$ cat src/hdl/mrd_config.svh
`ifndef MRD_CONFIG_SVH
`define MRD_CONFIG_SVH

// bits per real or imaginary part of one complex point
`define MRD_DATA_W 16

// group address bits, one address selects a whole group
`define MRD_ADDR_W 4

// groups held by each bank
`define MRD_DEPTH 16

// fraction bits of the Q1.14 unit root coefficients
`define MRD_COEF_FRAC 14

// complex points per group, enough for the largest radix
`define MRD_LANES 5

`endif

$ cat src/hdl/mrd_pkg.sv
`default_nettype none
`include "mrd_config.svh"

package mrd_pkg;

	// one complex point, real part in the upper half of the word
	typedef struct packed {
		logic signed [`MRD_DATA_W-1:0] d_real;
		logic signed [`MRD_DATA_W-1:0] d_imag;
	} cplx_t;

	// one group of points as it moves between banks and butterfly
	// factor is the radix, 2 to 5
	typedef struct packed {
		logic                         valid;
		logic [2:0]                   factor;
		logic [`MRD_ADDR_W-1:0]       bank_addr;
		cplx_t [`MRD_LANES-1:0]       data;
	} group_t;

	// Q1.14 coefficient, 16384 is one
	typedef logic signed [15:0] coef_t;

	// real part of W(r, m) = exp(-j*2*pi*m/r), row r, column m
	localparam coef_t [2:5][0:4] coef_cos = '{
		'{16'sd16384, -16'sd16384, 16'sd0, 16'sd0, 16'sd0},
		'{16'sd16384, -16'sd8192, -16'sd8192, 16'sd0, 16'sd0},
		'{16'sd16384, 16'sd0, -16'sd16384, 16'sd0, 16'sd0},
		'{16'sd16384, 16'sd5063, -16'sd13255, -16'sd13255, 16'sd5063}
	};

	// imaginary part of the same root, already carrying the minus sign
	// so a product is plain (a + jb) * (c + js)
	localparam coef_t [2:5][0:4] coef_sin = '{
		'{16'sd0, 16'sd0, 16'sd0, 16'sd0, 16'sd0},
		'{16'sd0, -16'sd14189, 16'sd14189, 16'sd0, 16'sd0},
		'{16'sd0, -16'sd16384, 16'sd0, 16'sd16384, 16'sd0},
		'{16'sd0, -16'sd15582, -16'sd9630, 16'sd9630, 16'sd15582}
	};

endpackage

`default_nettype wire

$ cat src/hdl/mrd_switch_rdx2345.sv
`timescale 1ns/1ps
`default_nettype none

module mrd_switch_rdx2345 (
	input  wire logic            sw,
	input  wire mrd_pkg::group_t from_mem0,
	input  wire mrd_pkg::group_t from_mem1,
	input  wire mrd_pkg::group_t from_rdx2345,
	output mrd_pkg::group_t      to_mem0,
	output mrd_pkg::group_t      to_mem1,
	output mrd_pkg::group_t      to_rdx2345
);

	// sw low makes bank 0 the source and bank 1 the result bank
	// sw high swaps the roles for the next pass
	always_comb begin
		// source bank into the butterfly
		to_rdx2345 = (sw) ? from_mem1 : from_mem0;

		// results to the bank that is not the source
		// the idle write link is held at zero including valid
		to_mem0 = (sw) ? from_rdx2345 : '0;
		to_mem1 = (sw) ? '0 : from_rdx2345;

		// engine reads only ever come back from the source bank
		assert ((sw ? from_mem0.valid : from_mem1.valid) !== 1'b1)
			else $error("switch sees an engine read from the result bank");
	end

endmodule

`default_nettype wire

$ cat config.mk
export PLATFORM = sky130hd
export DESIGN_NAME = mrd_switch_rdx2345
export DESIGN_NICKNAME = d
export VERILOG_FILES = /design/src/hdl/mrd_pkg.sv /design/src/hdl/mrd_switch_rdx2345.sv
export VERILOG_INCLUDE_DIRS = /design/src /design/src/hdl
export SDC_FILE = /design/constraint.sdc
export NUM_CORES = 1
export LEC_CHECK = 0
export BUFFER_PORTS_ARGS = -buffer_cell sky130_fd_sc_hd__buf_2
export CAP_MARGIN = 0
export CORE_AREA = 2 2 388 390
export DETAILED_ROUTE_END_ITERATION = 10
export DIE_AREA = 0 0 390 392
export MAX_ROUTING_LAYER = met4
export PLACE_DENSITY = 0.3
export SYNTH_ARGS = -nofsm -noshare
export SYNTH_HDL_FRONTEND = slang
export SYNTH_SLANG_ARGS = --single-unit
export TNS_END_PERCENT = 1
$ cat constraint.sdc
create_clock -name vclk -period 2.3
set_input_delay 0.23 -clock vclk [all_inputs]
set_output_delay 0.23 -clock vclk [all_outputs]
set_load 0.01 [all_outputs]
* After elaboration in Yosys (flattened, before gate mapping)
Index checks and enable logic that the tools add are counted.
Cells by class: muxes and demuxes 3
Operators by type and width (number):
- $mux W168 | 3
Storage, ports and cells: bits in registers 0, input bits 505, output and inout port bits 504, word-level logic and storage cells 3

* Depth between registers and ports, before layout
depth in word-level cells 1, gate-level depth with buffers 4, depth with buffers taken out 1

* Least setup slack after synthesis
OpenSTA, ideal clock, no wires.
path kind input to output, from input port sw, to output port to_rdx2345[100] (netlist name), arrival 0.972 ns, data required time 2.070 ns, setup slack 1.098 ns, stages 4, path buffers 3, cell sequence buf_6 > buf_6 > buf_6 > mux2_4
RTL lines:
- from (decl) | line mrd_switch_rdx2345.sv:5 | input wire logic sw,
- to (decl) | line mrd_switch_rdx2345.sv:11 | output mrd_pkg::group_t to_rdx2345

==> impl_metrics.toml <==
[hold_path]
min_path_type = "primary input to output pin"

[die]
dieArea_um2 = 152900
placementRows = 142
die_h_um = 392
die-width_um = 390
ioPinCount = 1009
start_util_pct = 3.184
core_um2 = 148900

[final_layout]
final_cell_mix = "buf_2, nor2b_1, and2_1"
drive_above_1_share_pct = 78.10
mostFrequentLayoutCell = "buf_2"
fillers = 17630
postLayoutCoreUtil_pct = 8.232
area_growth_pct = 158.5
seq_area_um2 = 0
clock_buffers = 0
flops_and_latches = 0
nNetsFinal = 2046

[sta]
finalCriticalPeriod_ps = 1889
fin_crit_sh_pct = 82.14
slew_viol_final = 0
setup_viol = 0
hold_viol = 0
max_slew_margin_pct = 64.41
rsz0062_at_grt = "no"
tns_ps = 0
fmax_ghz = 0.5293
worstMarginPinSlew_ps = 532.8

[logic_synthesis]
synthTopCellsByArea = "mux2_4, and2_1, nor2b_1, mux2_2, buf_6"
netlist_instances = 560
syn_nets = 1065
ys_warn_count = 0
ys_seq_area_share_pct = 0
yosys.area.top_type = "mux2_4"
ys_types = 10
synth_top_area_share_pct = 31.67
avgSynthCellArea_um2 = 8.466
synth_area_um2 = 4741

[power_and_ir_drop]
seqPwrFrac_pct = 0
finalPower_mw = 2.818
p_sw_share_pct = 59.39
p_clk_share_pct = 0
p_per_area_nw_per_um2 = 229.9
ir_drop_mv = 0.06029
power.static_leakage_nw = 6.312
p_sw_mw = 1.673
comb_power_share_pct = 100.0
p_int_mw = 1.144

[setup_path]
end_kind = "output pin"
worstSetupStartpointType = "primary input"
worstSetupPathType = "primary input to output pin"
crit_required_ps = 2070
crit_path_max_fanout = 70
arrival_ps = 1660

[routing]
avgRoutedWirePerCell_um = 28.40
viasPerCell = 2.446
routed_wl_mm = 100.2
ant_nets = 0
dr.pass1.iters = 4
drtIter0Drc = 390
drcViolationCount = 0
vias = 8631

[run_status]
status = "complete, no violations"

[clock_network]
cts_setup_buffers = 0
hold_buffers = 0
cts_resized = 0

[grt]
use_met1_pct = 15.80
use_met3_pct = 4.617
grt_usage_pct = 12.55
grt_max_degree = 71
busiest_layer = "met2"
grt_pass1_wl_mm = 115.2
grt_util_met2_pct = 19.66
antenna_found_initial = 95
grt_pass1_vias = 8063
gr-total-overflow = 0

[run]
cap_violations = 0

[placement]
portBuffers = 1009
routabilityCongestion = 0.9914
hpwl_mm = 95.48
[Yosys cell counts]
master,n
and2_1,168
buf_2,20
buf_4,1
buf_6,16
clkbuf_1,9
clkbuf_2,10
mux2_1,1
mux2_2,67
mux2_4,100
nor2b_1,168
[critical path: stages]
cell	delay, ps
buf_8	280
buf_12	360
mux2_2	480
buf_2	180
[per-layer routing]
layer / wire length, um / vias up
li1: - / 3832
met1: 42380 / 4034
met2: 44940 / 665
met3: 11030 / 100
met4: 1844 / 0
met5: 0 / -
[per-stage QoR]
step,setup slack [ps],cell area (um2),hold slack (ps),std cells
floorplan,1098,4741,594.6,560
global placement,391.0,12140,765.1,3483
detailed placement,399.1,12140,764.2,3483
CTS,396.8,12140,764.2,3483
global route,355.4,12230,779.4,3519
finish,410.9,12260,763.6,3528
[kinds of logic (layout without fill, tap and decap cells)]
kind of cell  count (synthesis)  in the layout  share of synthesized area [%]
buf+inv                      56           1035                          7.839
mux                         168            168                          47.82
other cells                   0             45                              0
simple gates                336            336                          44.34
[cell type report]
class	instances	area [um2]	share of cell area, %
multi-input cells	504	4369	35.65
repair buffers	1035	5343	43.59
diodes	45	112.6	0.9187
well taps	1944	2432	19.84
[path summary, 6_finish.rpt]
kind	start	to	cells after the start
max	sw	to_rdx2345[5]	4
min	from_rdx2345[85]	to_mem0[85]	3
[power groups by stage]
stage	logic [mW]	clock network [mW]	registers (mW)
after global routing	2.97	0.00000218	0
after CTS	2.90	0	0
final	2.82	0.00000228	0
after floorplan	1.03	0	0
after detailed placement	2.89	0	0
after global placement	2.92	0	0
No activity file was read; power rests on OpenSTA's default activity.
