`src/hdl/mrd_config.svh`:
```
`ifndef MRD_CONFIG_SVH
`define MRD_CONFIG_SVH

// bits per real or imaginary part of one complex point
`define MRD_DATA_W 16

// group address bits, one address selects a whole group
`define MRD_ADDR_W 4

// groups held by each bank
`define MRD_DEPTH 16

// fraction bits of the Q1.14 unit root coefficients
`define MRD_COEF_FRAC 14

// complex points per group, enough for the largest radix
`define MRD_LANES 5

`endif

```
`src/hdl/mrd_pkg.sv`:
```
`default_nettype none
`include "mrd_config.svh"

package mrd_pkg;

	// one complex point, real part in the upper half of the word
	typedef struct packed {
		logic signed [`MRD_DATA_W-1:0] d_real;
		logic signed [`MRD_DATA_W-1:0] d_imag;
	} cplx_t;

	// one group of points as it moves between banks and butterfly
	// factor is the radix, 2 to 5
	typedef struct packed {
		logic                         valid;
		logic [2:0]                   factor;
		logic [`MRD_ADDR_W-1:0]       bank_addr;
		cplx_t [`MRD_LANES-1:0]       data;
	} group_t;

	// Q1.14 coefficient, 16384 is one
	typedef logic signed [15:0] coef_t;

	// real part of W(r, m) = exp(-j*2*pi*m/r), row r, column m
	localparam coef_t [2:5][0:4] coef_cos = '{
		'{16'sd16384, -16'sd16384, 16'sd0, 16'sd0, 16'sd0},
		'{16'sd16384, -16'sd8192, -16'sd8192, 16'sd0, 16'sd0},
		'{16'sd16384, 16'sd0, -16'sd16384, 16'sd0, 16'sd0},
		'{16'sd16384, 16'sd5063, -16'sd13255, -16'sd13255, 16'sd5063}
	};

	// imaginary part of the same root, already carrying the minus sign
	// so a product is plain (a + jb) * (c + js)
	localparam coef_t [2:5][0:4] coef_sin = '{
		'{16'sd0, 16'sd0, 16'sd0, 16'sd0, 16'sd0},
		'{16'sd0, -16'sd14189, 16'sd14189, 16'sd0, 16'sd0},
		'{16'sd0, -16'sd16384, 16'sd0, 16'sd16384, 16'sd0},
		'{16'sd0, -16'sd15582, -16'sd9630, 16'sd9630, 16'sd15582}
	};

endpackage

`default_nettype wire

```
`src/hdl/mrd_bank_mem.sv`:
```
`timescale 1ns/1ps
`default_nettype none
`include "mrd_config.svh"

module mrd_bank_mem (
	input  wire logic                   clk,
	input  wire logic                   reset,
	input  wire mrd_pkg::group_t        host_wr,
	input  wire mrd_pkg::group_t        eng_wr,
	input  wire logic                   rd_en,
	input  wire logic [`MRD_ADDR_W-1:0] rd_addr,
	output mrd_pkg::group_t             rd
);

	import mrd_pkg::*;

	// five lanes share one address
	cplx_t [`MRD_LANES-1:0] mem_data [`MRD_DEPTH];
	// radix stored alongside each group
	logic [2:0] mem_factor [`MRD_DEPTH];

	// write port actually used this cycle
	group_t wr;

	// engine results win over host loads
	always_comb begin
		wr = eng_wr.valid ? eng_wr : host_wr;
	end

	always_ff @(posedge clk) begin
		if (wr.valid) begin
			mem_data[wr.bank_addr] <= wr.data;
			mem_factor[wr.bank_addr] <= wr.factor;
		end
	end

	// registered read, returns data from before a same-cycle write
	always_ff @(posedge clk) begin
		if (rd_en) begin
			rd.factor <= mem_factor[rd_addr];
			rd.bank_addr <= rd_addr;
			rd.data <= mem_data[rd_addr];
		end
		if (reset) begin
			rd.valid <= 1'b0;
		end else begin
			rd.valid <= rd_en;
		end
	end

	// host loads are only legal while no pass is running
	assert property (@(posedge clk) disable iff (reset)
		!(host_wr.valid && eng_wr.valid))
		else $error("bank write collision between host and engine ports");

endmodule

`default_nettype wire

```
`config.mk`:
```
export PLATFORM = sky130hd
export DESIGN_NAME = mrd_bank_mem
export DESIGN_NICKNAME = d
export VERILOG_FILES = /design/src/hdl/mrd_pkg.sv /design/src/hdl/mrd_bank_mem.sv
export VERILOG_INCLUDE_DIRS = /design/src /design/src/hdl
export SDC_FILE = /design/constraint.sdc
export NUM_CORES = 2
export LEC_CHECK = 0
export BUFFER_PORTS_ARGS = -buffer_cell sky130_fd_sc_hd__buf_4
export CAP_MARGIN = 10
export CORE_AREA = 2 2 440 442
export CTS_CLUSTER_SIZE = 10
export DETAILED_ROUTE_END_ITERATION = 16
export DIE_AREA = 0 0 442 444
export PLACE_DENSITY_LB_ADDON = 0.05
export SYNTH_ARGS = -nofsm -noshare
export SYNTH_HDL_FRONTEND = slang
export SYNTH_SLANG_ARGS = --single-unit
```
`constraint.sdc`:
```
create_clock -name clk -period 28.7 [get_ports clk]
set_input_delay 2.87 -clock clk [delete_from_list [all_inputs] [get_ports clk]]
set_output_delay 2.87 -clock clk [all_outputs]
set_load 0.02 [all_outputs]
```
# [After elaboration in Yosys (flattened, before gate mapping)]
# Memory sizes are Yosys's and may differ from the RTL's. A register that Yosys moved wholly into a read port is not among the register bits.
# Index checks and enable logic that the tools add are counted.
# Widths: inputs -> output; s select.
[totals] reg_bits=5 ramBits=2608 out_inout_bits=168 n_memories=2
[op_classes] n_mux=3
[mem_list] name="mem_data" depth=16 width=160 rd=1 rd_clocked_by_memory_dff=1 write_ports=1 line_no="mrd_bank_mem.sv:18" source="cplx_t [`MRD_LANES-1:0] mem_data [`MRD_DEPTH];"
[mem_list] name="mem_factor" depth=16 width=3 rd=1 rd_clocked_by_memory_dff=1 write_ports=1 line_no="mrd_bank_mem.sv:20" source="logic [2:0] mem_factor [`MRD_DEPTH];"
[op_table] cell="$mux 168" n=1
[op_table] cell="$mux 1" n=2

# [Longest topological paths before layout]
[logic_depth] depth_word=3 mapped_depth=8 ltp_nobuf=4

# [Least setup slack after synthesis]
# OpenSTA, ideal clock, no wires.
[synth_path] path_kind="input port to flip-flop" from="input eng_wr[167] in the netlist's numbering" to="memory mem_data[12][0] in the netlist's numbering (enable)" setup_ns=0.689 t_arrival_ns=10.622 required_time_ns=28.011 slack_ns=17.389 stages=5 cell_sequence="buf_2 > clkbuf_1 > buf_1 > a31oi_1 > nor2_1"
[synth_via] elab_chain_cells=3
[synth_rtl] item="start: declaration" line_no="mrd_bank_mem.sv:9" source="input wire mrd_pkg::group_t eng_wr,"
[synth_rtl] item="$mux 168 *" line_no="mrd_bank_mem.sv:27" source="wr = eng_wr.valid ? eng_wr : host_wr;"
[synth_rtl] item="$mux 1" line_no="mrd_bank_mem.sv:31" source="if (wr.valid) begin"
[synth_rtl] item="$mux 1 (implied by the code)" line_no="mrd_bank_mem.sv:32" source="mem_data[wr.bank_addr] <= wr.data;"
[synth_rtl] item="end: declaration" line_no="mrd_bank_mem.sv:18"
# Every way passes the cells marked *; elsewhere a longest branch is shown, timed or not.

==> out/metrics.cfg <==
[run_status]
run_status=complete, no violations

[power_and_ir_drop]
p_switching_w=0.001821
pwr-share-comb=0.064
power_switching_share=0.2084
internal-power_w=0.006918
power_frac_seq=0.538
cellLeakagePower_nw=39.05
ir_drop_mv=0.04465
p_clk_frac=0.398
p_per_area_mw_per_mm2=72.75

[yosys]
yosysWarnings=0
postSynthCellCount=4509
synthFlopType=edfxtp_1
yosysTopAreaCellShare=0.7949
netlist_top_cells_area=edfxtp_1 79%, mux4_2 13%, a22oi_1 2.0%
ys_types=33
synth_edf_count=2775
synth-seq-cells=2776
synth_nets=4852
synth.avg_cell_area_um2=23.25
netlist_area_mm2=0.1048
yosysTopAreaCell=edfxtp_1
ys_async_sr_fraction=0
ys_seq_area_frac=0.7951

[setup_path]
rr_endpoint=rd[8]
critPathRequiredTime_ps=29350
path_delay_family=buffers and inverters
critPathMostFrequentCell=buf_4
cpMaxStageDelayCell=buf_4
reg2regPathDepth=4
critPathArrivalTime_ps=7220
cp_slowest_stage_delay_ps=820
worstPathCellList=buf_8 -> buf_4 -> buf_4 -> buf_4 -> buf_4 -> mux4_2 -> a22oi_1 -> nand2_1
crit_path_end_kind=flip-flop
r2r-start=mem_data[5][8]
critPathKind=input port to flip-flop
worstSetupStartpointType=input port
path_buf_inv=5
cp_max_fo=60
worst-r2r-setup-slack_ps=26880

[final_layout]
final_cell_mix=2775 x edfxtp_1, 601 x buf_4, 596 x mux4_2, 333 x clkbuf_16, 278 x a22oi_1
layout-drive-gt1-share=0.3326
area_growth_pct=14.59
final_common_cell=edfxtp_1
nNetsFinal=5550
fillers=12950

[placed_design]
dp_hpwl_um=122600
io_buffers=510
place_worst_setup_slack_ps=21170
gp_congestion=0.7158

[route]
viasPerCell=6.326
routed_wl_um=247800
drc_errors=0
drt-wirelength-per-cell_um=31.91
drtIter0Drc=5441
vias=49110
drtAntennaViolNets=0
drtPass1Iterations=5

[timing]
setup_viol=0
slew_violations=0
tightest_slew_ps=1197
fin_crit_sh=0.2289
rsz0062_at_grt=false
timing.final.ws_setup_ps=22130
finalHoldViolCount=0
clock_skew_ps=40.41
slew_headroom=0.2005
period_minus_slack_ps=6571
fmax_mhz=152.2
setup_tns_ps=0

[floorplan]
io_pins=511
die-width_um=442
core_mm2=0.1916
start_util=0.5472
die_area_mm2=0.1962
num_rows=161
chipHeight_um=444

[grt]
grt_pass1_vias=51610
grt_usage=0.2538
grt_max_degree=146
grt.overflow.total=0
antenna_found_initial=4
grt_pass1_wl_um=357500

[min_path]
hold_depth=3
hp-start=mem_data[6][72]
min_to=rd[72]
holdCritPathClass=flip-flop to flip-flop

[clock_tree]
clkTransAtPathRegs_ps=50
hold_buffers=0
post_cts_buffers=0
ctsLongestPathBuffers=4
cts_max_level=5
cts_sinks=2776
clockRootBuffer=clkbuf_16
cts_buffers=330
worstSkewPairLatency_ps=930
cts-resized-gates=0
cts_tree=built

[job]
drv_cap=0

[flip-flops by register name, summed over array words and instances (netlist names)]
name and cells:
mem_factor 48, rd 168, mem_data 2560
[how the worst max path moves through the flow]
stage,start,to,slack (ps),cells after the start
after floorplan,eng_wr[167],mem_data[12][0],17390,5
after global placement,rd_addr[1],rd[134],21200,8
after detailed placement,rd_addr[1],rd[103],21170,8
after CTS,rd_addr[1],rd[103],22150,8
after global routing,rd_addr[1],rd[103],21890,8
final,rd_addr[1],rd[103],22130,8
[metal layers]
metal  share of wire  wire, um  GRT usage
met5               0         0          0
met4           0.023      5809    0.06835
met3           0.070     17270    0.04131
met2            0.51    126300     0.4283
met1            0.40     98390     0.3480
[cell type report]
class | instances | area, um2 | share of cell area
inverters | 4 | 15.01 | 0.0001250
clock buffers | 353 | 8408 | 0.07000
clock inverters | 9 | 63.81 | 0.0005312
repair buffers | 613 | 4727 | 0.03935
diodes | 1 | 2.502 | 0.00002083
flip-flops and latches | 2776 | 83350 | 0.6939
multi-input cells | 1482 | 20390 | 0.1698
well taps | 2526 | 3161 | 0.02631
[per-stage QoR]
step	cell area [um2]	utilization	hold slack, ps	cells	power (W)
after floorplan	104800	-	696.2	4509	0.005118
after global placement	111600	0.5828	719.9	7401	0.005337
after detailed placement	111600	0.5828	727.6	7401	0.005349
after CTS	120100	0.6270	727.5	7763	0.008818
after global routing	120100	0.6270	755.9	7764	0.009004
final	120100	0.6270	720.6	7764	0.008739
[cell usage after synthesis, drive strengths merged, types with 2 or more instances]
master     n
o22ai     24
nand3      3
a22oi    278
o21ai      9
o211ai    23
mux2i    126
nor2      26
o32a       2
edfxtp  2775
buf      133
a21oi     33
a31oi      3
inv        3
nor2b     15
clkbuf   114
mux2     166
nand2    145
a211oi    24
mux4     596
and2       3
[logic make-up (layout without fill, tap and decap cells)]
group | count (synthesis) | after routing | share of synthesized area
buffers and inverters | 251 | 979 | 0.01209
and+or+nand+nor | 197 | 197 | 0.007699
other | 0 | 1 | 0
AOI/OAI and AO/OA | 397 | 397 | 0.02717
DFF | 2776 | 2776 | 0.7951
muxes | 888 | 888 | 0.1579
[worst min-delay path: stages (launching register included)]
cell and delay, ps:
edfxtp_1 310, mux4_2 220, a22oi_1 50, nand2_1 60
[power groups by stage]
stage	logic [W]	registers, W	clock network [W]
3_3_place_gp	0.000557	0.00478	0
5_1_grt	0.000596	0.00471	0.00370
3_5_place_dp	0.000564	0.00478	0
6_report	0.000555	0.00470	0.00348
4_1_cts	0.000564	0.00470	0.00355
2_1_floorplan	0.000311	0.00481	0
Power figures use the tool's default switching activity.
