===== src/hdl/mrd_config.svh =====
`ifndef MRD_CONFIG_SVH
`define MRD_CONFIG_SVH

// bits per real or imaginary part of one complex point
`define MRD_DATA_W 16

// group address bits, one address selects a whole group
`define MRD_ADDR_W 4

// groups held by each bank
`define MRD_DEPTH 16

// fraction bits of the Q1.14 unit root coefficients
`define MRD_COEF_FRAC 14

// complex points per group, enough for the largest radix
`define MRD_LANES 5

`endif


===== src/hdl/mrd_pass_ctrl.sv =====
`timescale 1ns/1ps
`default_nettype none
`include "mrd_config.svh"

module mrd_pass_ctrl (
	input  wire logic                   clk,
	input  wire logic                   reset,
	input  wire logic                   start,
	input  wire logic [2:0]             pass_factor,
	input  wire logic [`MRD_ADDR_W:0]   pass_groups,
	input  wire logic                   host_rd_en,
	input  wire logic                   host_rd_bank,
	input  wire logic [`MRD_ADDR_W-1:0] host_rd_addr,
	input  wire logic                   write_seen,
	output logic                        rd_en0,
	output logic                        rd_en1,
	output logic [`MRD_ADDR_W-1:0]      rd_addr,
	output logic [2:0]                  cur_factor,
	output logic                        sw,
	output logic                        busy,
	output logic                        done
);

	typedef enum logic [1:0] {s_idle, s_run, s_done} state_t;

	state_t state;
	// reads issued and results written back in this pass
	logic [`MRD_ADDR_W:0] iss_cnt;
	logic [`MRD_ADDR_W:0] ret_cnt;
	logic [`MRD_ADDR_W:0] groups_q;
	logic issue;
	logic host_rd;

	// one read per cycle until every group is issued
	assign issue = (state == s_run) && (iss_cnt < groups_q);
	// host reads are served only between passes
	assign host_rd = (state == s_idle) && host_rd_en;

	// engine reads always come from the source bank
	assign rd_en0 = (issue && !sw) || (host_rd && !host_rd_bank);
	assign rd_en1 = (issue && sw) || (host_rd && host_rd_bank);
	assign rd_addr = issue ? iss_cnt[`MRD_ADDR_W-1:0] : host_rd_addr;

	assign busy = (state != s_idle);
	assign done = (state == s_done);

	always_ff @(posedge clk) begin
		if (reset) begin
			state <= s_idle;
			iss_cnt <= '0;
			ret_cnt <= '0;
			groups_q <= '0;
			cur_factor <= 3'd2;
			sw <= 1'b0;
		end else begin
			case (state)
				s_idle: begin
					// an empty pass would never finish
					if (start && pass_groups != '0) begin
						state <= s_run;
						iss_cnt <= '0;
						ret_cnt <= '0;
						groups_q <= pass_groups;
						cur_factor <= pass_factor;
					end
				end
				s_run: begin
					if (issue) begin
						iss_cnt <= iss_cnt + 1'b1;
					end
					if (write_seen) begin
						ret_cnt <= ret_cnt + 1'b1;
						// last write, destination becomes next source
						if (ret_cnt + 1'b1 == groups_q) begin
							state <= s_done;
							sw <= ~sw;
						end
					end
				end
				s_done: state <= s_idle;
				default: state <= s_idle;
			endcase
		end
	end

	// butterfly results only arrive for reads of a running pass
	assert property (@(posedge clk) disable iff (reset)
		write_seen |-> (state == s_run))
		else $error("bank write returned outside a pass");

endmodule

`default_nettype wire


===== config.mk =====
export PLATFORM = sky130hd
export DESIGN_NAME = mrd_pass_ctrl
export DESIGN_NICKNAME = d
export VERILOG_FILES = /design/src/hdl/mrd_pass_ctrl.sv
export VERILOG_INCLUDE_DIRS = /design/src /design/src/hdl
export SDC_FILE = /design/constraint.sdc
export NUM_CORES = 1
export LEC_CHECK = 0
export ABC_AREA = 1
export BUFFER_PORTS_ARGS = -buffer_cell sky130_fd_sc_hd__clkbuf_2
export CAP_MARGIN = 20
export CORE_ASPECT_RATIO = 2
export CORE_MARGIN = 5
export CORE_UTILIZATION = 40
export DETAILED_ROUTE_END_ITERATION = 8
export PLACE_DENSITY = 0.69
export SLEW_MARGIN = 30
export SYNTH_ARGS = -nofsm -noshare
export SYNTH_HDL_FRONTEND = slang
export SYNTH_SLANG_ARGS = --single-unit

===== constraint.sdc =====
create_clock -name clk -period 1.65 [get_ports clk]
set_input_delay 0.165 -clock clk [delete_from_list [all_inputs] [get_ports clk]]
set_output_delay 0.165 -clock clk [all_outputs]
set_load 0.005 [all_outputs]

# ---- Word level (Yosys, flattened, before mapping)
# Cells that the tools add are included.
dict set report op_classes {
  n_reduce_logical 20
  order_cmp 1
  bitwise 1
  n_eq_ne 7
  n_mux 10
  add_sub_neg 2
}
# operator count
set op_table {}
lappend op_table {{$pmux 5 s2} 2}
lappend op_table {{$mux 5} 3}
lappend op_table {{$reduce_and 3->1} 4}
lappend op_table {{$add 5x1->5 const B} 2}
lappend op_table {{$logic_and 1x1->1} 7}
lappend op_table {{$mux 2} 3}
lappend op_table {{$eq 5x5->1} 1}
lappend op_table {{$lt 5x5->1} 1}
lappend op_table {{$reduce_bool 5->1} 1}
lappend op_table {{$mux 4} 1}
lappend op_table {{$ne 2x1->1 const B} 2}
lappend op_table {{$ne 2x2->1 const B} 2}
lappend op_table {{$pmux 2 s2} 1}
lappend op_table {{$reduce_bool 2->1} 2}
lappend op_table {{$eq 2x1->1 const B} 1}
lappend op_table {{$eq 2x2->1 const B} 1}
lappend op_table {{$logic_not 1->1} 2}
lappend op_table {{$logic_not 2->1} 1}
lappend op_table {{$logic_or 1x1->1} 2}
lappend op_table {{$reduce_and 2->1} 1}
lappend op_table {{$not 1->1} 1}
dict set report totals {
  register_bits 21
  output_inout_bits 12
  wordCells 47
}

# ---- Logic depth before layout (Yosys ltp)
# Gate-level depths: netlist of run 1.
dict set report depth {
  ltp_word 5
  ltp_mapped 12
}

# ---- Worst setup path before layout of run 1
# No wires, ideal clock.
dict set report synth_path {
  kind {flip-flop to output port}
  startpoint {register groups_q[2]}
  endpoint {output rd_addr[0]}
  arrival_ns 1.323
  setup_slack_ns 0.162
  required_time_ns 1.485
  stages_incl_launch_ff 9
  path_cell_list {dfxtp_1 > inv_1 > ha_1 > nand2_1 > inv_1 > o21ai_0 > nand3_1 > buf_2 > o21ai_1}
}
dict set report synth_via {
  elab_chain_cells 3
}
# element line
set synth_lines {}
lappend synth_lines {{from (decl)} mrd_pass_ctrl.sv:30} ;# logic [`MRD_ADDR_W:0] groups_q;
lappend synth_lines {{from (signal assigned)} mrd_pass_ctrl.sv:63} ;# groups_q <= pass_groups;
lappend synth_lines {{$lt 5x5->1} mrd_pass_ctrl.sv:35} ;# assign issue = (state == s_run) && (iss_cnt < groups_q);
lappend synth_lines {{$logic_and 1x1->1} mrd_pass_ctrl.sv:35}
lappend synth_lines {{$mux 4} mrd_pass_ctrl.sv:42} ;# assign rd_addr = issue ? iss_cnt[`MRD_ADDR_W-1:0] : host_rd_addr;
lappend synth_lines {{to (decl)} mrd_pass_ctrl.sv:17} ;# output logic [`MRD_ADDR_W-1:0] rd_addr,
# Every way passes these cells.

# ---- Worst setup path in the final report of run 1
dict set report layout_path {
  startpoint {register groups_q[4]}
  endpoint {output rd_addr[3]}
}
# The elaborated chain is that of the path after synthesis.

==> results of run 1 <==
flip-flops by register name, summed over array words and instances (netlist names):
| signal | cells |
|---|---|
| groups_q | 5 |
| iss_cnt | 5 |
| ret_cnt | 5 |
| cur_factor | 3 |
| state | 2 |
| sw | 1 |
stage by stage:
| stage | total power [mW] | setup slack, ps | hold slack [ps] |
|---|---|---|---|
| floorplan | 0.7286 | 162.2 | 278.2 |
| global placement | 0.8303 | 13.06 | 375.7 |
| detailed placement | 0.8328 | -28.26 | 379.6 |
| CTS | 1.217 | -155.8 | 102.1 |
| global route | 1.328 | -227.2 | 141.8 |
| finish | 1.256 | -104.5 | 100.7 |
routing by layer:
metal  wire length [µm]  global-route usage  vias to the layer above  share of wire
met5                  0                   0                        -              0
met4                 81              0.1127                        0          0.024
met3                137             0.02192                        7          0.040
met2               1956              0.3137                       29           0.58
met1               1220              0.1564                      602           0.36
li1                   -                   -                      696              -
cell usage in the layout (no fill, tap or decap), types with 2 or more instances in the layout:
master | synthesis | layout
nor2_2 | 4 | 4
a21oi_1 | 16 | 13
buf_4 | 0 | 12
buf_2 | 2 | 3
o21ai_1 | 8 | 3
nand3_2 | 2 | 3
ha_4 | 0 | 4
o21ai_2 | 0 | 6
nand4_1 | 4 | 4
buf_6 | 0 | 3
inv_2 | 3 | 7
nor3_1 | 3 | 2
a21oi_2 | 0 | 3
dfxtp_2 | 0 | 7
nor2_1 | 14 | 13
clkbuf_2 | 0 | 26
o21ai_0 | 5 | 4
clkbuf_8 | 0 | 3
inv_1 | 29 | 24
nand2_1 | 52 | 48
nand3_1 | 12 | 11
dfxtp_1 | 21 | 14
nand2_2 | 4 | 6
nor2_4 | 1 | 2
worst max-delay path by stage:
| stage | slack (ps) | endpoint | depth (start not counted) | from |
|---|---|---|---|---|
| after detailed placement | -30 | iss_cnt[4]$_SDFFE_PP0P_ | 10 | groups_q[4]$_SDFFE_PP0P_ |
| after global placement | 10 | iss_cnt[1]$_SDFFE_PP0P_ | 10 | groups_q[4]$_SDFFE_PP0P_ |
| after floorplan | 160 | rd_addr[0] | 8 | groups_q[2]$_SDFFE_PP0P_ |
| final | -100 | rd_addr[3] | 10 | groups_q[4]$_SDFFE_PP0P_ |
| after CTS | -160 | rd_en1 | 8 | groups_q[4]$_SDFFE_PP0P_ |
| after global routing | -230 | rd_addr[0] | 10 | groups_q[4]$_SDFFE_PP0P_ |
where the power goes:
group	switching [mW]	internal (mW)	total [mW]
registers	0.0179	0.534	0.552
logic	0.202	0.154	0.356
clock network	0.176	0.173	0.348
area by class of cell:
type,instances,area share
clock buffer,4,0.02592
inverter,32,0.07055
multi-input combinational,135,0.4802
sequential,21,0.2469
tap,30,0.02160
timing repair buffer,44,0.1548
worst register-to-register path: stages (launching register included):
cell	delay, ps
dfxtp_2	340
inv_2	50
ha_4	210
nand2_2	50
nor3b_4	170
nand3_2	110
buf_6	150
buf_6	120
nand2_8	80
nand2_4	60
nor2_4	100
nor3_2	40
logic make-up after synthesis:
group / share of synthesized area
compound gates: 0.1222
xor+xnor: 0.007072
fa+ha+maj: 0.06060
buf+inv: 0.1081
flops: 0.3394
simple gates: 0.3626
what timing repair did:
| action | 4_1_cts | 5_1_grt |
|---|---|---|
| resized for setup | 20 | 30 |
| setup endpoints to repair | 11 | 12 |
| buffers inserted | 5 | 3 |
| pin swaps | 7 | 9 |
| gates cloned | 1 | 0 |
==> flow_summary.json, run 1 <==
{
  "status": "finished, violations left",
  "violations": "negative setup slack",
  "area_growth_pct": 40.30,
  "cp_num_buf_inv": 4,
  "first_pass_iters": 4,
  "critPathArrivalTime_ps": 1590,
  "yosysSeqAreaShare": 0.3394,
  "startpoint_type": "register",
  "ant_nets": 0,
  "chipHeight_um": 88.70,
  "ys_ff_latch": 21,
  "cp_slowest_stage_delay_ps": 340,
  "fin_ws_ps": -104.5,
  "synth_edf_count": 0,
  "hold_buffers": 0,
  "fillers": 295,
  "critical_path_class": "register to output port",
  "routed_via_density": 5.015,
  "maxCapViolCount": 0,
  "seq_area_um2": 429.2,
  "synth_nets": 215,
  "cts_buffer_depth": 2,
  "dieArea_mm2": 0.004377,
  "fin_skew_ps": 1.260,
  "avgSynthCellArea_um2": 6.485,
  "initial_core_util": 0.4160,
  "hold_depth": 3,
  "slew_headroom": 0.6623,
  "dp.cells": 254,
  "grt_usage": 0.1644,
  "yosysWarnings": 0,
  "diodes": 0,
  "cts_buffers": 3,
  "synth_top_area_cell": "dfxtp_1",
  "layout-drive-gt1-share": 0.4110,
  "finalCriticalPeriod_ps": 1754,
  "drt-initial-drc-count": 17,
  "worstMarginPinSlew_ps": 502.6,
  "synthFlopType": "dfxtp_1",
  "r2r_cells": 11,
  "htree_levels": 1,
  "power.density_mw_per_mm2": 722.8,
  "cts_sinks": 21,
  "synthTopCellsByCount": "nand2_1 (52), inv_1 (29), dfxtp_1 (21)",
  "antenna_found_initial": 0,
  "synth.most_common_cell": "nand2_1",
  "r2r_slack_ps": 60,
  "min_to": "cur_factor[1]$_SDFFE_PP1P_",
  "postSynthCellCount": 191,
  "overflow": 0,
  "cp_top_family": "buffers and inverters",
  "setup_violations": 6,
  "path_cells": "inv_2, ha_4, nand2_1, inv_2, nand4_1, nand3_2, buf_6, nand2_1, o21ai_2, clkbuf_2",
  "grt_pass1_wl_mm": 5.733,
  "final_core_util": 0.5836,
  "rsz0062_at_grt": "yes",
  "cts_tree": "done",
  "async_reset_ff_frac": 0,
  "place_congestion": 0.8281,
  "syn_area_mm2": 0.001239,
  "multi_input_area_um2": 834.6,
  "cts_root_buf": "clkbuf_8",
  "synthTopCellsByArea": "dfxtp_1 (34%), nand2_1 (16%), inv_1 (8.8%)",
  "cp_max_fo": 5,
  "grt_pass1_vias": 1376,
  "slew_viol_final": 0,
  "routedWlPerCell_um": 12.76,
  "final-hold-violation-count": 0,
  "finalSetupTns_ps": -574.0,
  "design_area_mm2": 0.001738,
  "totalWireLength_mm": 3.395,
  "drc": 0,
  "core-area_mm2": 0.002978,
  "rows": 28,
  "min_from": "pass_factor[1]",
  "synth_cell_type_count": 22,
  "period_share": 1.063,
  "regToRegStartpoint": "groups_q[4]$_SDFFE_PP0P_",
  "pin_count": 30,
  "end_kind": "output port",
  "grt_max_degree": 13,
  "synth_top_area_share": 0.3394,
  "dieWidth_um": 49.35,
  "portBuffers": 29,
  "r2r-end": "iss_cnt[3]$_SDFFE_PP0P_",
  "vdd_drop_max_mv": 0.5336,
  "clkLatencyLatePin_ps": 260,
  "clock.fmax_mhz": 570.0,
  "hp-class": "input port to register",
  "layout.nets": 261,
  "p_leak_nw": 0.8170,
  "final_cells": 266,
  "placed_area_mm2": 0.001460,
  "cpMaxStageDelayCell": "dfxtp_2",
  "via_count": 1334,
  "cp.required_ps": 1480,
  "clk_pin_slew_ps": 80,
  "dp_hpwl_mm": 2.467
}
Power figures use the tool's default switching activity.
==> run 2: changes to the inputs <==
--- a/config.mk
+++ b/config.mk
@@ -9,12 +9,15 @@
 export ABC_AREA = 1
 export BUFFER_PORTS_ARGS = -buffer_cell sky130_fd_sc_hd__clkbuf_2
 export CAP_MARGIN = 20
+export CELL_PAD_IN_SITES_DETAIL_PLACEMENT = 2
+export CELL_PAD_IN_SITES_GLOBAL_PLACEMENT = 2
 export CORE_ASPECT_RATIO = 2
 export CORE_MARGIN = 5
-export CORE_UTILIZATION = 40
+export CORE_UTILIZATION = 27
 export DETAILED_ROUTE_END_ITERATION = 8
-export PLACE_DENSITY = 0.69
-export SLEW_MARGIN = 30
+export PLACE_DENSITY = 0.83
+export SKIP_LAST_GASP = 1
+export SLEW_MARGIN = 25
 export SYNTH_ARGS = -nofsm -noshare
 export SYNTH_HDL_FRONTEND = slang
 export SYNTH_SLANG_ARGS = --single-unit
==> flow_summary.json, run 2 (synthesis results as in run 1) <==
{
  "drt-initial-drc-count": 15,
  "dieArea_mm2": 0.006125,
  "final_common_cell": "nand2_1",
  "hold_depth": 3,
  "power.density_mw_per_mm2": 723.8,
  "cts_sinks": 21,
  "routed-wl-met3_um": 178,
  "overflow": 0,
  "chipHeight_um": 105.8,
  "path_cells": "inv_2, ha_4, nand2_2, nor3b_4, nand3_2, buf_6, o21ai_1, buf_2",
  "place_congestion": 0.8673,
  "end_kind": "output port",
  "cp_max_fo": 6,
  "period_share": 1.133,
  "cts_root_buf": "clkbuf_8",
  "status": "finished, violations left",
  "layout_common_cells": "nand2_1 (38), clkbuf_2 (24), inv_1 (22), nand2_2 (14), buf_4 (14)",
  "r2r_cells": 11,
  "cts_tree": "done",
  "critPathArrivalTime_ps": 1700,
  "reg_top3": "groups_q x5, iss_cnt x5, ret_cnt x5",
  "finalCriticalPeriod_ps": 1869,
  "fin_skew_ps": 5.194,
  "setup_violations": 11,
  "rows": 35,
  "dp.cells": 279,
  "vdd_drop_max_mv": 0.4276,
  "htree_levels": 1,
  "r2r_slack_ps": -160,
  "grt_max_degree": 15,
  "rsz0062_at_grt": "yes",
  "cts_buffers": 3,
  "fin_ws_ps": -218.7,
  "routed_via_density": 4.925,
  "layout.nets": 263,
  "final_cells": 293,
  "portBuffers": 29,
  "slew_headroom": 0.6381,
  "min_to": "cur_factor[1]$_SDFFE_PP1P_",
  "cpMaxStageDelayCell": "dfxtp_2",
  "routedWlPerCell_um": 17.62,
  "dp_hpwl_mm": 3.358,
  "seq_area_um2": 434.2,
  "pin_count": 30,
  "min_from": "pass_factor[1]",
  "maxCapViolCount": 0,
  "multi_input_area_um2": 859.6,
  "layout-drive-gt1-share": 0.4706,
  "critical_path_class": "register to output port",
  "diodes": 0,
  "grt_pass1_vias": 1576,
  "finalSetupTns_ps": -1730,
  "totalWireLength_mm": 5.163,
  "worstMarginPinSlew_ps": 538.7,
  "violations": "negative setup slack",
  "clk_pin_slew_ps": 80,
  "slew_viol_final": 0,
  "regToRegStartpoint": "groups_q[4]$_SDFFE_PP0P_",
  "p_leak_nw": 0.8269,
  "area_growth_pct": 46.87,
  "fillers": 535,
  "r2r-end": "iss_cnt[3]$_SDFFE_PP0P_",
  "hp-class": "input port to register",
  "drc": 0,
  "top_layer": "met4",
  "dieWidth_um": 57.90,
  "core-area_mm2": 0.004511,
  "cp_slowest_stage_delay_ps": 340,
  "clkLatencyLatePin_ps": 260,
  "wl_met2_mm": 2.968,
  "cp.required_ps": 1480,
  "grt_pass1_wl_mm": 7.341,
  "initial_core_util": 0.2746,
  "via_count": 1443,
  "first_pass_iters": 4,
  "final_core_util": 0.4033,
  "drt-met1-wl_mm": 1.913,
  "startpoint_type": "register",
  "power_mw": 1.317,
  "final-hold-violation-count": 0,
  "grt_usage": 0.1527,
  "antenna_found_initial": 0,
  "cts_buffer_depth": 2,
  "clock.fmax_mhz": 535.1,
  "ant_nets": 0
}
run 2: cell count changes in the layout (fill, tap and decap cells not counted), moves of 2 or more:
cell | previous run | this run
a21oi_1 | 13 | 11
a21oi_2 | 3 | 5
nand2_2 | 6 | 14
nand2_4 | 1 | 3
nor2_2 | 4 | 6
buf_4 | 12 | 14
buf_2 | 3 | 5
inv_1 | 24 | 22
dfxtp_1 | 14 | 12
nand2_1 | 48 | 38
o21ai_2 | 6 | 2
clkbuf_2 | 26 | 24
o21ai_1 | 3 | 7
run 2: layout make-up:
| type | instances | share of cell area |
|---|---|---|
| multi-input combinational | 135 | 0.4725 |
| sequential | 21 | 0.2387 |
| timing repair buffer | 46 | 0.1561 |
| inverter | 32 | 0.07015 |
| tap | 55 | 0.03783 |
| clock buffer | 4 | 0.02476 |
run 2: report_power, final:
group | internal (mW) | switching (mW)
logic | 0.166 | 0.242
clock network | 0.172 | 0.181
registers | 0.533 | 0.0216
run 2: repair_timing:
item / CTS / global route
pin swaps: 6 / 12
buffers inserted: 4 / 6
gates resized for setup: 32 / 38
endpoints found under the setup margin: 11 / 14
hold buffers: 0 / 0
cloned: 1 / 0
run 2: worst max-delay path by stage:
stage                                  start                 endpoint  slack [ps]  depth (start not counted)
finish              groups_q[4]$_SDFFE_PP0P_               rd_addr[0]        -220                          8
global route        groups_q[2]$_SDFFE_PP0P_               rd_addr[0]        -340                          9
CTS                 groups_q[3]$_SDFFE_PP0P_               rd_addr[3]        -190                         10
detailed placement  groups_q[4]$_SDFFE_PP0P_  iss_cnt[2]$_SDFFE_PP0P_         -70                         10
global placement    groups_q[4]$_SDFFE_PP0P_                   rd_en0          20                          8
floorplan           groups_q[2]$_SDFFE_PP0P_               rd_addr[0]         160                          8
run 2: stage by stage:
step | hold slack [ps] | instance area, µm² | setup slack (ps)
final | 116.7 | 1819 | -218.7
after global routing | 132.8 | 1819 | -341.5
after CTS | 116.0 | 1684 | -194.7
after detailed placement | 383.6 | 1491 | -74.20
after global placement | 368.4 | 1491 | 15.59
after floorplan | 278.2 | 1239 | 162.2
run 2: critical path, delay by kind of cell (launching register included):
family	cells	cell delay [ps]
AND/OR/NAND/NOR	3	360
flip-flops	1	340
AO/OA/AOI/OAI	1	150
buffers and inverters	3	350
adder cells (fa/ha/maj)	1	230
run 2: per-layer routing:
layer / track usage / vias up
met2: 0.2913 / 42
met1: 0.1597 / 687
met5: 0 / -
met3: 0.02451 / 10
li1: - / 704
met4: 0.05307 / 0
